$ cat src/hw/rv_pkg.sv
package rv_pkg;

    localparam int XLEN = 32;
    localparam logic [XLEN-1:0] RESET_PC = '0; // First fetch address

    // Major opcodes of the supported subset
    localparam logic [6:0] OPC_LUI    = 7'b0110111;
    localparam logic [6:0] OPC_OPIMM  = 7'b0010011;
    localparam logic [6:0] OPC_OP     = 7'b0110011;
    localparam logic [6:0] OPC_LOAD   = 7'b0000011;
    localparam logic [6:0] OPC_STORE  = 7'b0100011;
    localparam logic [6:0] OPC_BRANCH = 7'b1100011;
    localparam logic [6:0] OPC_JAL    = 7'b1101111;

    localparam logic [2:0] F3_BEQ = 3'b000;
    localparam logic [2:0] F3_BNE = 3'b001;
    localparam logic [6:0] F7_SUB = 7'b0100000;

    typedef struct packed {
        logic [6:0] funct7;
        logic [4:0] rs2;
        logic [4:0] rs1;
        logic [2:0] funct3;
        logic [4:0] rd;
        logic [6:0] opcode;
    } r_fmt_t;

    typedef struct packed {
        logic [11:0] imm;
        logic [4:0]  rs1;
        logic [2:0]  funct3;
        logic [4:0]  rd;
        logic [6:0]  opcode;
    } i_fmt_t;

    // Also serves branches, which share this field layout
    typedef struct packed {
        logic [6:0] imm_hi;
        logic [4:0] rs2;
        logic [4:0] rs1;
        logic [2:0] funct3;
        logic [4:0] imm_lo;
        logic [6:0] opcode;
    } s_fmt_t;

    typedef union packed {
        r_fmt_t      r;
        i_fmt_t      i;
        s_fmt_t      s;
        logic [31:0] raw;
    } instr_u;

    typedef enum logic [1:0] {
        FETCH,
        EXEC,
        MEM,
        WB
    } core_state_e;

endpackage

$ cat src/hw/processorci_top.sv
`timescale 1ns/1ns

module processorci_top import rv_pkg::*; (
    input  logic            sys_clk_i,
    input  logic            reset_i,

    // Read-only instruction bus
    output logic            instr_cyc_o,
    output logic            instr_stb_o,
    output logic [XLEN-1:0] instr_adr_o,
    input  logic [XLEN-1:0] instr_dat_i,
    input  logic            instr_ack_i,

    // Data bus
    output logic            data_cyc_o,
    output logic            data_stb_o,
    output logic            data_we_o,
    output logic [XLEN-1:0] data_adr_o,
    output logic [XLEN-1:0] data_dat_o,
    input  logic [XLEN-1:0] data_dat_i,
    input  logic            data_ack_i
);

    logic [4:0]      rs1;
    logic [4:0]      rs2;
    logic [4:0]      rd;
    logic            rd_we;
    logic [XLEN-1:0] rs1_data;
    logic [XLEN-1:0] rs2_data;
    logic [XLEN-1:0] rd_data;

    logic            mem_req;
    logic            mem_we;
    logic            mem_done;
    logic [XLEN-1:0] mem_adr;
    logic [XLEN-1:0] mem_wdata;
    logic [XLEN-1:0] mem_rdata;

    rv_core u_core (
        .sys_clk_i   (sys_clk_i),
        .reset_i     (reset_i),
        .instr_cyc_o (instr_cyc_o),
        .instr_stb_o (instr_stb_o),
        .instr_adr_o (instr_adr_o),
        .instr_dat_i (instr_dat_i),
        .instr_ack_i (instr_ack_i),
        .rs1_o       (rs1),
        .rs2_o       (rs2),
        .rs1_data_i  (rs1_data),
        .rs2_data_i  (rs2_data),
        .rd_o        (rd),
        .rd_we_o     (rd_we),
        .rd_data_o   (rd_data),
        .mem_req_o   (mem_req),
        .mem_we_o    (mem_we),
        .mem_adr_o   (mem_adr),
        .mem_wdata_o (mem_wdata),
        .mem_rdata_i (mem_rdata),
        .mem_done_i  (mem_done)
    );

    rv_regfile u_regfile (
        .sys_clk_i  (sys_clk_i),
        .reset_i    (reset_i),
        .rs1_i      (rs1),
        .rs2_i      (rs2),
        .rd_i       (rd),
        .rd_we_i    (rd_we),
        .rd_data_i  (rd_data),
        .rs1_data_o (rs1_data),
        .rs2_data_o (rs2_data)
    );

    wb_data_port u_data_port (
        .sys_clk_i   (sys_clk_i),
        .reset_i     (reset_i),
        .mem_req_i   (mem_req),
        .mem_we_i    (mem_we),
        .mem_adr_i   (mem_adr),
        .mem_wdata_i (mem_wdata),
        .mem_rdata_o (mem_rdata),
        .mem_done_o  (mem_done),
        .data_cyc_o  (data_cyc_o),
        .data_stb_o  (data_stb_o),
        .data_we_o   (data_we_o),
        .data_adr_o  (data_adr_o),
        .data_dat_o  (data_dat_o),
        .data_dat_i  (data_dat_i),
        .data_ack_i  (data_ack_i)
    );

endmodule

$ cat src/hw/rv_core.sv
`timescale 1ns/1ns

module rv_core import rv_pkg::*; (
    input  logic            sys_clk_i,
    input  logic            reset_i,

    // Instruction bus master
    output logic            instr_cyc_o,
    output logic            instr_stb_o,
    output logic [XLEN-1:0] instr_adr_o,
    input  logic [XLEN-1:0] instr_dat_i,
    input  logic            instr_ack_i,

    // Register file
    output logic [4:0]      rs1_o,
    output logic [4:0]      rs2_o,
    input  logic [XLEN-1:0] rs1_data_i,
    input  logic [XLEN-1:0] rs2_data_i,
    output logic [4:0]      rd_o,
    output logic            rd_we_o,
    output logic [XLEN-1:0] rd_data_o,

    // Load/store request to the data port
    output logic            mem_req_o,
    output logic            mem_we_o,
    output logic [XLEN-1:0] mem_adr_o,
    output logic [XLEN-1:0] mem_wdata_o,
    input  logic [XLEN-1:0] mem_rdata_i,
    input  logic            mem_done_i
);

    core_state_e     state_q;
    logic [XLEN-1:0] pc_q;
    logic            instr_cyc_q;
    logic            wb_en_q;
    logic            mem_req_q;
    logic            mem_we_q;

    instr_u          instr_q;   // Fetched word
    logic [XLEN-1:0] result_q;
    logic [XLEN-1:0] next_pc_q;
    logic [XLEN-1:0] mem_adr_q;
    logic [XLEN-1:0] mem_wdata_q;

    logic [6:0]      opcode;
    logic [XLEN-1:0] imm_i;
    logic [XLEN-1:0] imm_s;
    logic [XLEN-1:0] imm_u;
    logic [XLEN-1:0] imm_b;
    logic [XLEN-1:0] imm_j;
    logic [XLEN-1:0] pc_plus4;
    logic [XLEN-1:0] exec_result;
    logic [XLEN-1:0] exec_next_pc;
    logic [XLEN-1:0] exec_addr;
    logic            exec_wb;
    logic            exec_mem;
    logic            exec_we;
    logic            rs_equal;

    // Immediates
    assign opcode   = instr_q.raw[6:0];
    assign imm_i    = {{20{instr_q.i.imm[11]}}, instr_q.i.imm};
    assign imm_s    = {{20{instr_q.s.imm_hi[6]}}, instr_q.s.imm_hi, instr_q.s.imm_lo};
    assign imm_u    = {instr_q.raw[31:12], 12'b0};
    assign imm_b    = {{19{instr_q.raw[31]}}, instr_q.raw[31], instr_q.raw[7],
                       instr_q.raw[30:25], instr_q.raw[11:8], 1'b0};
    assign imm_j    = {{11{instr_q.raw[31]}}, instr_q.raw[31], instr_q.raw[19:12],
                       instr_q.raw[20], instr_q.raw[30:21], 1'b0};
    assign pc_plus4 = pc_q + 32'd4;
    assign rs_equal = (rs1_data_i == rs2_data_i);

    always_comb begin
        exec_result  = '0;
        exec_next_pc = pc_plus4; // Default for everything but taken branches and JAL
        exec_addr    = rs1_data_i + imm_i;
        exec_wb      = 1'b0;
        exec_mem     = 1'b0;
        exec_we      = 1'b0;
        case (opcode)
            OPC_LUI: begin
                exec_result = imm_u;
                exec_wb     = 1'b1;
            end
            OPC_OPIMM: begin
                if (instr_q.i.funct3 == 3'b000) begin // ADDI
                    exec_result = rs1_data_i + imm_i;
                    exec_wb     = 1'b1;
                end
            end
            OPC_OP: begin
                if (instr_q.r.funct3 == 3'b000) begin
                    exec_result = (instr_q.r.funct7 == F7_SUB) ? rs1_data_i - rs2_data_i
                                                                : rs1_data_i + rs2_data_i;
                    exec_wb     = 1'b1;
                end
            end
            OPC_LOAD: begin
                if (instr_q.i.funct3 == 3'b010) begin // LW only
                    exec_mem = 1'b1;
                    exec_wb  = 1'b1;
                end
            end
            OPC_STORE: begin
                if (instr_q.s.funct3 == 3'b010) begin // SW only
                    exec_addr = rs1_data_i + imm_s;
                    exec_mem  = 1'b1;
                    exec_we   = 1'b1;
                end
            end
            OPC_BRANCH: begin
                if (((instr_q.s.funct3 == F3_BEQ) && rs_equal) ||
                    ((instr_q.s.funct3 == F3_BNE) && !rs_equal)) begin
                    exec_next_pc = pc_q + imm_b;
                end
            end
            OPC_JAL: begin
                exec_result  = pc_plus4; // Link value
                exec_wb      = 1'b1;
                exec_next_pc = pc_q + imm_j;
            end
            default: ; // Retires as a no-op
        endcase
    end

    always_ff @(posedge sys_clk_i) begin
        if (reset_i) begin
            state_q     <= FETCH;
            pc_q        <= RESET_PC;
            instr_cyc_q <= 1'b0;
            wb_en_q     <= 1'b0;
            mem_req_q   <= 1'b0;
            mem_we_q    <= 1'b0;
        end else begin
            mem_req_q <= 1'b0; // Single-cycle pulse
            case (state_q)
                FETCH: begin
                    if (instr_cyc_q && instr_ack_i) begin
                        instr_cyc_q <= 1'b0;
                        state_q     <= EXEC;
                    end else begin
                        instr_cyc_q <= 1'b1;
                    end
                end
                EXEC: begin
                    wb_en_q   <= exec_wb;
                    mem_req_q <= exec_mem;
                    mem_we_q  <= exec_we;
                    state_q   <= exec_mem ? MEM : WB;
                end
                MEM: begin
                    if (mem_done_i) state_q <= WB;
                end
                WB: begin
                    pc_q        <= next_pc_q;
                    instr_cyc_q <= 1'b1; // Next fetch starts right away
                    state_q     <= FETCH;
                end
                default: state_q <= FETCH;
            endcase
        end
    end

    always_ff @(posedge sys_clk_i) begin
        if ((state_q == FETCH) && instr_cyc_q && instr_ack_i) begin
            instr_q.raw <= instr_dat_i;
        end
        if (state_q == EXEC) begin
            result_q    <= exec_result;
            next_pc_q   <= exec_next_pc;
            mem_adr_q   <= exec_addr;
            mem_wdata_q <= rs2_data_i;
        end
        // Load data replaces the ALU result
        if ((state_q == MEM) && mem_done_i && !mem_we_q) begin
            result_q <= mem_rdata_i;
        end
    end

    assign instr_cyc_o = instr_cyc_q;
    assign instr_stb_o = instr_cyc_q;
    assign instr_adr_o = pc_q;

    assign rs1_o     = instr_q.r.rs1;
    assign rs2_o     = instr_q.r.rs2;
    assign rd_o      = instr_q.r.rd;
    assign rd_we_o   = (state_q == WB) && wb_en_q;
    assign rd_data_o = result_q;

    assign mem_req_o   = mem_req_q;
    assign mem_we_o    = mem_we_q;
    assign mem_adr_o   = mem_adr_q;
    assign mem_wdata_o = mem_wdata_q;

endmodule

$ cat src/hw/rv_regfile.sv
`timescale 1ns/1ns

module rv_regfile import rv_pkg::*; (
    input  logic            sys_clk_i,
    input  logic            reset_i,
    input  logic [4:0]      rs1_i,
    input  logic [4:0]      rs2_i,
    input  logic [4:0]      rd_i,
    input  logic            rd_we_i,
    input  logic [XLEN-1:0] rd_data_i,
    output logic [XLEN-1:0] rs1_data_o,
    output logic [XLEN-1:0] rs2_data_o
);

    logic [XLEN-1:0] regs_q [1:31]; // x0 has no storage

    always_ff @(posedge sys_clk_i) begin
        if (reset_i) begin
            for (int i = 1; i < 32; i++) begin
                regs_q[i] <= '0;
            end
        end else if (rd_we_i && (rd_i != 5'd0)) begin
            regs_q[rd_i] <= rd_data_i;
        end
    end

    // Asynchronous read ports
    assign rs1_data_o = (rs1_i == 5'd0) ? '0 : regs_q[rs1_i];
    assign rs2_data_o = (rs2_i == 5'd0) ? '0 : regs_q[rs2_i];

endmodule

$ cat src/hw/wb_data_port.sv
`timescale 1ns/1ns

module wb_data_port import rv_pkg::*; (
    input  logic            sys_clk_i,
    input  logic            reset_i,

    input  logic            mem_req_i,
    input  logic            mem_we_i,
    input  logic [XLEN-1:0] mem_adr_i,
    input  logic [XLEN-1:0] mem_wdata_i,
    output logic [XLEN-1:0] mem_rdata_o,
    output logic            mem_done_o,

    output logic            data_cyc_o,
    output logic            data_stb_o,
    output logic            data_we_o,
    output logic [XLEN-1:0] data_adr_o,
    output logic [XLEN-1:0] data_dat_o,
    input  logic [XLEN-1:0] data_dat_i,
    input  logic            data_ack_i
);

    logic            busy_q; // Cycle open on the bus
    logic            we_q;
    logic            done_q;
    logic [XLEN-1:0] adr_q;
    logic [XLEN-1:0] wdat_q;
    logic [XLEN-1:0] rdata_q;

    always_ff @(posedge sys_clk_i) begin
        if (reset_i) begin
            busy_q <= 1'b0;
            we_q   <= 1'b0;
            done_q <= 1'b0;
        end else begin
            done_q <= 1'b0;
            if (!busy_q) begin
                if (mem_req_i) begin
                    busy_q <= 1'b1;
                    we_q   <= mem_we_i;
                end
            end else if (data_ack_i) begin
                busy_q <= 1'b0;
                we_q   <= 1'b0;
                done_q <= 1'b1; // One cycle after ack
            end
        end
    end

    always_ff @(posedge sys_clk_i) begin
        if (!busy_q && mem_req_i) begin
            adr_q  <= mem_adr_i;
            wdat_q <= mem_wdata_i;
        end
        if (busy_q && data_ack_i) rdata_q <= data_dat_i;
    end

    assign data_cyc_o  = busy_q;
    assign data_stb_o  = busy_q;
    assign data_we_o   = we_q;
    assign data_adr_o  = adr_q;
    assign data_dat_o  = wdat_q;
    assign mem_rdata_o = rdata_q;
    assign mem_done_o  = done_q;

endmodule

$ cat config.mk
export PLATFORM = sky130hd
export DESIGN_NAME = processorci_top
export DESIGN_NICKNAME = d
export VERILOG_FILES = /design/src/hw/rv_pkg.sv /design/src/hw/processorci_top.sv /design/src/hw/rv_core.sv /design/src/hw/rv_regfile.sv /design/src/hw/wb_data_port.sv
export SDC_FILE = /design/constraint.sdc
export NUM_CORES = 2
export LEC_CHECK = 0
export BUFFER_PORTS_ARGS = -buffer_cell sky130_fd_sc_hd__clkbuf_2
export CORE_MARGIN = 8
export CORE_UTILIZATION = 64
export DETAILED_ROUTE_END_ITERATION = 7
export PLACE_DENSITY_LB_ADDON = 0.2
export SYNTH_ARGS = -nofsm -noshare
export SYNTH_HDL_FRONTEND = slang
export SYNTH_HIERARCHICAL = 1
export SYNTH_SLANG_ARGS = --single-unit
$ cat constraint.sdc
create_clock -name sys_clk_i -period 7.2 [get_ports sys_clk_i]
set_input_delay 0.36 -clock sys_clk_i [delete_from_list [all_inputs] [get_ports sys_clk_i]]
set_output_delay 0.36 -clock sys_clk_i [all_outputs]
set_load 0.01 [all_outputs]
Yosys cells after proc, flatten, opt, wreduce, memory -nomap -nowiden --
Memory sizes are Yosys's and may differ from the RTL's. A register that Yosys moved wholly into a read port is not among the register bits. Index checks and enable logic that the tools add are counted.
Storage, ports and cells: word-level logic and storage cells 115, input port bits 68, memories 1, flip-flop bits (word level) 297, memory bits (writable) 992
Cells by class: bitwise logic cells 2, reduce and logical (&&, ||, !) cells 31, muxes and demuxes 40, equal/unequal tests 17, add/sub/neg operators 7
Memories:
- u_regfile.regs_q | depth 31, width 32, read ports 2, clocked after Yosys merged registers in 2, wr ports 31, RTL line rv_regfile.sv:15 | logic [XLEN-1:0] regs_q [1:31];
Operators by type and width (number):
- two-way mux 32 bit | 11
- adder 32 bit | 5
- case mux 32 bit (4 select lines) | 1
- case mux 32 bit (2 select lines) | 1
- adder 32 x 3 -> 32 bit (second input constant) | 1
- == test 32 bit | 1
- OR reduction 32 bit | 1
- subtractor 32 bit | 1
- == test 7 x 6 -> 1 bit (second input constant) | 4
- two-way mux 1 bit | 19
- two-way mux 5 bit | 3
- == test 7 bit (second input constant) | 2
- logical AND 1 bit | 11
- logical NOT 5 bit | 2
- OR reduction 2 bit | 5
- case mux 2 bit (4 select lines) | 1
- == test 7 x 2 -> 1 bit (second input constant) | 1
- == test 7 x 5 -> 1 bit (second input constant) | 1
- nonzero test 2 bit | 3
- nonzero test 5 bit | 1
- == test 2 bit (second input constant) | 2
- two-way mux 2 bit | 2
- inequality test 2 x 1 -> 1 bit (second input constant) | 2
- AND reduction 2 bit | 2
- 11 further kinds | 14

Depth between registers and ports, before layout --
depth in word-level cells 8, gate-level depth with buffers 24, gate-level depth less buffers 17

Hierarchy --
Netlist, hierarchy kept.
Modules (own cells, without submodules):
- rv_regfile | cells each 3765, instances 1, sequential area each 30749.5 sq um, area each 54627.4 sq um
- rv_core | cells each 2023, instances 1, sequential area each 5565.3 sq um, area each 17210.3 sq um
- wb_data_port | cells each 109, instances 1, sequential area each 2942.8 sq um, area each 3010.4 sq um

Worst setup path after synthesis --
OpenSTA, ideal clock, no wires.
kind reg-to-reg, start register u_core/instr_q[16] (netlist bit), end register u_core.result_q[14], in the netlist u_core/rd_data_o[14], data pin, slack 2.102 ns, stages on the path, launching flop included 23, data arrival time 4.830 ns, library setup time 0.268 ns, path buffers 6, period minus slack after synthesis 5.098 ns, cells stage by stage edfxtp_1 > buf_4 > clkbuf_1 > buf_2 > buf_4 > and2_1 > clkbuf_1 > clkbuf_1 > a22oi_1 > a21oi_1 > nor4_1 > inv_1 > fa_1 > o21bai_1 > a211oi_1 > nand2_1 > nand2_1 > o31a_1 > or4_2 > a31oi_1 > xnor2_1 > a22oi_1 > o21ai_0
Between the ends: longest elaborated chain between the ends 8, elaborated cells between the ends (all ways) 11
RTL lines:
- start, declared | RTL line rv_core.sv:39 | instr_u instr_q;
- logical NOT 5 bit (*) | RTL line rv_regfile.sv:28 | assign rs1_data_o = (rs1_i == 5'd0) ? '0 : regs_q[rs1_i];
- two-way mux 32 bit (*) | RTL line rv_regfile.sv:28
- net rs1_data[1] | RTL line processorci_top.sv:28 | logic [XLEN-1:0] rs1_data;
- adder 32 bit / subtractor 32 bit (equally long branches) | RTL line rv_core.sv:93, rv_core.sv:92
- two-way mux 32 bit | RTL line rv_core.sv:92 | exec_result = (instr_q.r.funct7 == F7_SUB) ? rs1_data_i - rs2_data_i
- two-way mux 32 bit | RTL line rv_core.sv:91 | if (instr_q.r.funct3 == 3'b000) begin
- case mux 32 bit (4 select lines) (*) | RTL line rv_core.sv:79 | case (opcode)
- two-way mux 32 bit (*) | RTL line rv_core.sv:167 | if (state_q == EXEC) begin
- two-way mux 32 bit (*) | RTL line rv_core.sv:174 | if ((state_q == MEM) && mem_done_i && !mem_we_q) begin
- end signal, assigned | RTL line rv_core.sv:168 | result_q <= exec_result;
- end signal, assigned | RTL line rv_core.sv:175 | result_q <= mem_rdata_i;
- end, declared | RTL line rv_core.sv:40 | logic [XLEN-1:0] result_q;
The timed path passes the listed nets; every way through them passes the cells marked *. The select of a mux whose other input is x is not followed. A chain may end at the register's enable or synchronous reset.

Worst setup path after layout --
start register u_core/instr_q[15] (netlist bit), end register u_core.result_q[18], in the netlist u_core/rd_data_o[18], data pin
The elaborated chain is that of the path after synthesis.

==> flow_summary_export.csv <==
group,metric,value,unit
status,status,"finished with violations",
status,violations,"design-rule violations, max-capacitance violations, max-slew violations, negative setup slack",
synth,async_reset_ff_share,0,%
clocking,cts_sinks,1321,
worst_setup_path,crit_start,"u_core/instr_q[15]$_DFFE_PP_",
synth,ys_seq_area_share,52.45,%
clocking,numCtsBuffers,143,
power,powerDensity,317.1,nW/um^2
clocking,tritoncts,"yes",
clocking,postCtsSetupBuffers,0,
sta,tightest_slew,1481,ps
worst_setup_path,worstPathRequired,7660,ps
worst_setup_path,worstReg2RegStart,"u_core/instr_q[15]$_DFFE_PP_",
layout,mostFrequentLayoutCells,"edfxtp_1 (1280), and2_1 (1002), mux2i_1 (364)",
global_routing,grt_overflow,0,
layout,fin_area,83220,sq um
sta,fin_crit_sh,100.9,%
clocking,cts_root_buffer,"clkbuf_16",
worst_setup_path,reg2reg_slack,-70,ps
sta,tns,-65.70,ps
drt,first_iter_violations,9492,
global_routing,antenna_found_initial,27,
sta,setup_ws,-65.70,ps
floorplanning,core_region_area,116000,sq um
synth,syn_area_per_cell,12.69,sq um
place,io_buffers,168,
layout,drive_above_1_share,18.87,%
synth,syn_area,74850,sq um
drt,vias,56393,
sta,min_period,7266,ps
clocking,clock_latency,770,ps
min_path,hp-start,"instr_ack_i",
worst_setup_path,worstSetupEndpointType,"flip-flop",
global_routing,grt_pass1_vias,52673,
floorplanning,die_width,358.0,um
floorplanning,pin_count,169,
drt,drc,25,
flow_run,cap_violations,2,
drt,topRoutingLayerUsed,"met5",
drt,wl_met2,119.7,mm
floorplanning,fp-row-count,125,
synth,yosys_warnings,6,
drt,wl,282.3,mm
sta,setup_viol,1,
sta,rsz0062_at_grt,"no",
clocking,cts_max_level,4,
drt,ant_nets,0,
drt,wl_met3,45.01,mm
power,p_leak,31.09,nW
worst_setup_path,crit_path_max_fanout,21,
place,place_ws,527.3,ps
global_routing,grt_pass1_wl,391.3,mm
synth,syn_inst,5897,
clocking,clock_path_buffers,3,
layout,layout_commonest_cell,"edfxtp_1",
synth,synth_seq_cells,1321,
sta,max_freq,137.6,MHz
place,gp_congestion,1.053,
power,ir_worst_vdd,0.0002423,V
sta,clock_skew,35.56,ps
drt,vias_per_cell,7.300,
drt,detail_route.wl_per_cell,36.54,um
global_routing,grt_max_degree,71,
floorplanning,die_area,128200,sq um
worst_setup_path,worstSetupPathType,"reg -> reg",
place,place_area,78000,sq um
place,hpwl,190.3,mm
clocking,clk_pin_slew,60,ps
sta,max-slew-margin-rel,-1.315,%
synth,synth_edf_count,1280,
floorplanning,die_h,358.0,um
min_path,holdCritPathClass,"in -> reg",
sta,hold_viol_final,0,
worst_setup_path,arrival,7720,ps
layout,fin_nets,6297,
synth,synth_ff_type,"edfxtp_1",
floorplanning,start_util,64.50,%
worst_setup_path,start_kind,"flip-flop",
layout,syn_to_final_growth,11.19,%
global_routing,grt.total_usage,43.08,%
sta,drv_slew,2,
drt,route.layer.met1.wl,96.76,mm
synth,synth_cell_types,96,
drt,first_pass_iters,8,
[routing by layer]
layer / GRT usage, % / vias up
li1: - / 22689
met1: 55.52 / 27975
met2: 62.05 / 4798
met3: 16.48 / 913
met4: 25.59 / 18
met5: 0 / -
[path summary, 6_finish.rpt]
kind / end / cells after the start
setup reg to reg: u_core/rd_data_o[18]$_DFFE_PP_ / 15
setup / recovery: u_core/rd_data_o[18]$_DFFE_PP_ / 15
hold / removal: u_core/instr_cyc_o$_SDFFE_PP0P_ / 3
hold reg to reg: u_data_port/data_adr_o[12]$_DFFE_PP_ / 0
[registers in the layout, summed over array words and instances, names as in the netlist]
| register | flops |
|---|---|
| u_data_port/data_dat_o | 32 |
| u_core/mem_adr_o | 32 |
| u_core/rd_data_o | 32 |
| u_data_port/mem_done_o | 1 |
| u_core/wb_en_q | 1 |
| u_core/instr_q | 32 |
| u_data_port/data_adr_o | 32 |
| u_core/mem_we_o | 1 |
| u_core/mem_wdata_o | 32 |
| u_core/mem_req_o | 1 |
| u_core/next_pc_q | 32 |
| u_core/instr_cyc_o | 1 |
| u_data_port/data_we_o | 1 |
| u_data_port/data_cyc_o | 1 |
| u_core/state_q | 2 |
| u_data_port/mem_rdata_o | 32 |
| u_core/instr_adr_o | 32 |
| u_regfile/regs_q | 1024 |
[report_power, final]
group	leakage, nW	internal (W)	switching [W]
Clock	2.18	0.00409	0.00314
Sequential	13.3	0.00918	0.000441
Combinational	15.6	0.00319	0.00634
Total	31.1	0.0165	0.00993
[per-stage QoR]
step	hold slack, ps	util, %	instances	power, W
after floorplan	400.3	-	5928	0.01510
after global placement	401.3	67.20	7387	0.01876
after detailed placement	404.5	67.21	7389	0.01876
after CTS	16.05	71.68	7713	0.02591
after global routing	100.7	71.69	7713	0.02696
final	50.64	71.71	7725	0.02639
[layout make-up]
cell class / count / area, sq um
Clock buffer: 175 / 3762
Fill cell: 7836 / 32830
Antenna cell: 12 / 30.03
Inverter: 88 / 330.3
Clock inverter: 84 / 772.0
Sequential cell: 1321 / 39260
Tap cell: 1524 / 1907
Timing Repair Buffer: 532 / 3961
Multi-Input combinational cell: 3989 / 33200
[Yosys cell counts (58+ instances only)]
cell      number  share of area [%]
o22ai_1       64               0.53
o21ai_0      162                1.1
nor2_1       264                1.3
mux2i_1      364                4.9
nand2_1      161               0.81
buf_2         71               0.47
xnor2_1       84               0.98
a22oi_1      122                1.2
a211oi_1      73               0.73
edfxtp_1    1280                 51
nor3_1        74               0.49
xor2_1        63               0.74
clkbuf_1     377                1.9
ha_1         148                2.5
and2_1      1004                8.4
nand3_1       58               0.39
nor2b_1       72               0.60
mux4_2       356                 11
a21oi_1      263                1.8
inv_1         88               0.44
[what timing repair did]
action                                 in CTS  in global routing
hold buffers                               65                  0
endpoints found under the hold margin      65                  0
resized for setup                           0                  0
[critical path: stages (launching register included)]
cell      delay [ps]
edfxtp_1         970
or4_1            780
buf_4            370
o21ai_1          230
nor4_1          1020
ha_1             480
a211oi_1         270
nor2_1           110
o21ai_0          200
nor2b_1          380
o21ai_0          350
buf_4            270
a21oi_1          180
xnor2_1          140
a221oi_1         960
o21ai_0          190
[kinds of logic (layout without fill, tap and decap cells)]
family / Yosys count / count (layout) / synth area share [%]
and+or+nand+nor: 1844 / 1844 / 13.92
DFF: 1321 / 1321 / 52.45
AOI/OAI and AO/OA: 1056 / 1056 / 9.520
muxes: 756 / 756 / 16.12
buffers and inverters: 618 / 879 / 3.633
adders and majority gates: 154 / 154 / 2.635
xor gates and xnor gates: 147 / 147 / 1.720
other: 1 / 44 / 0.005010
Power figures use the tool's default switching activity.
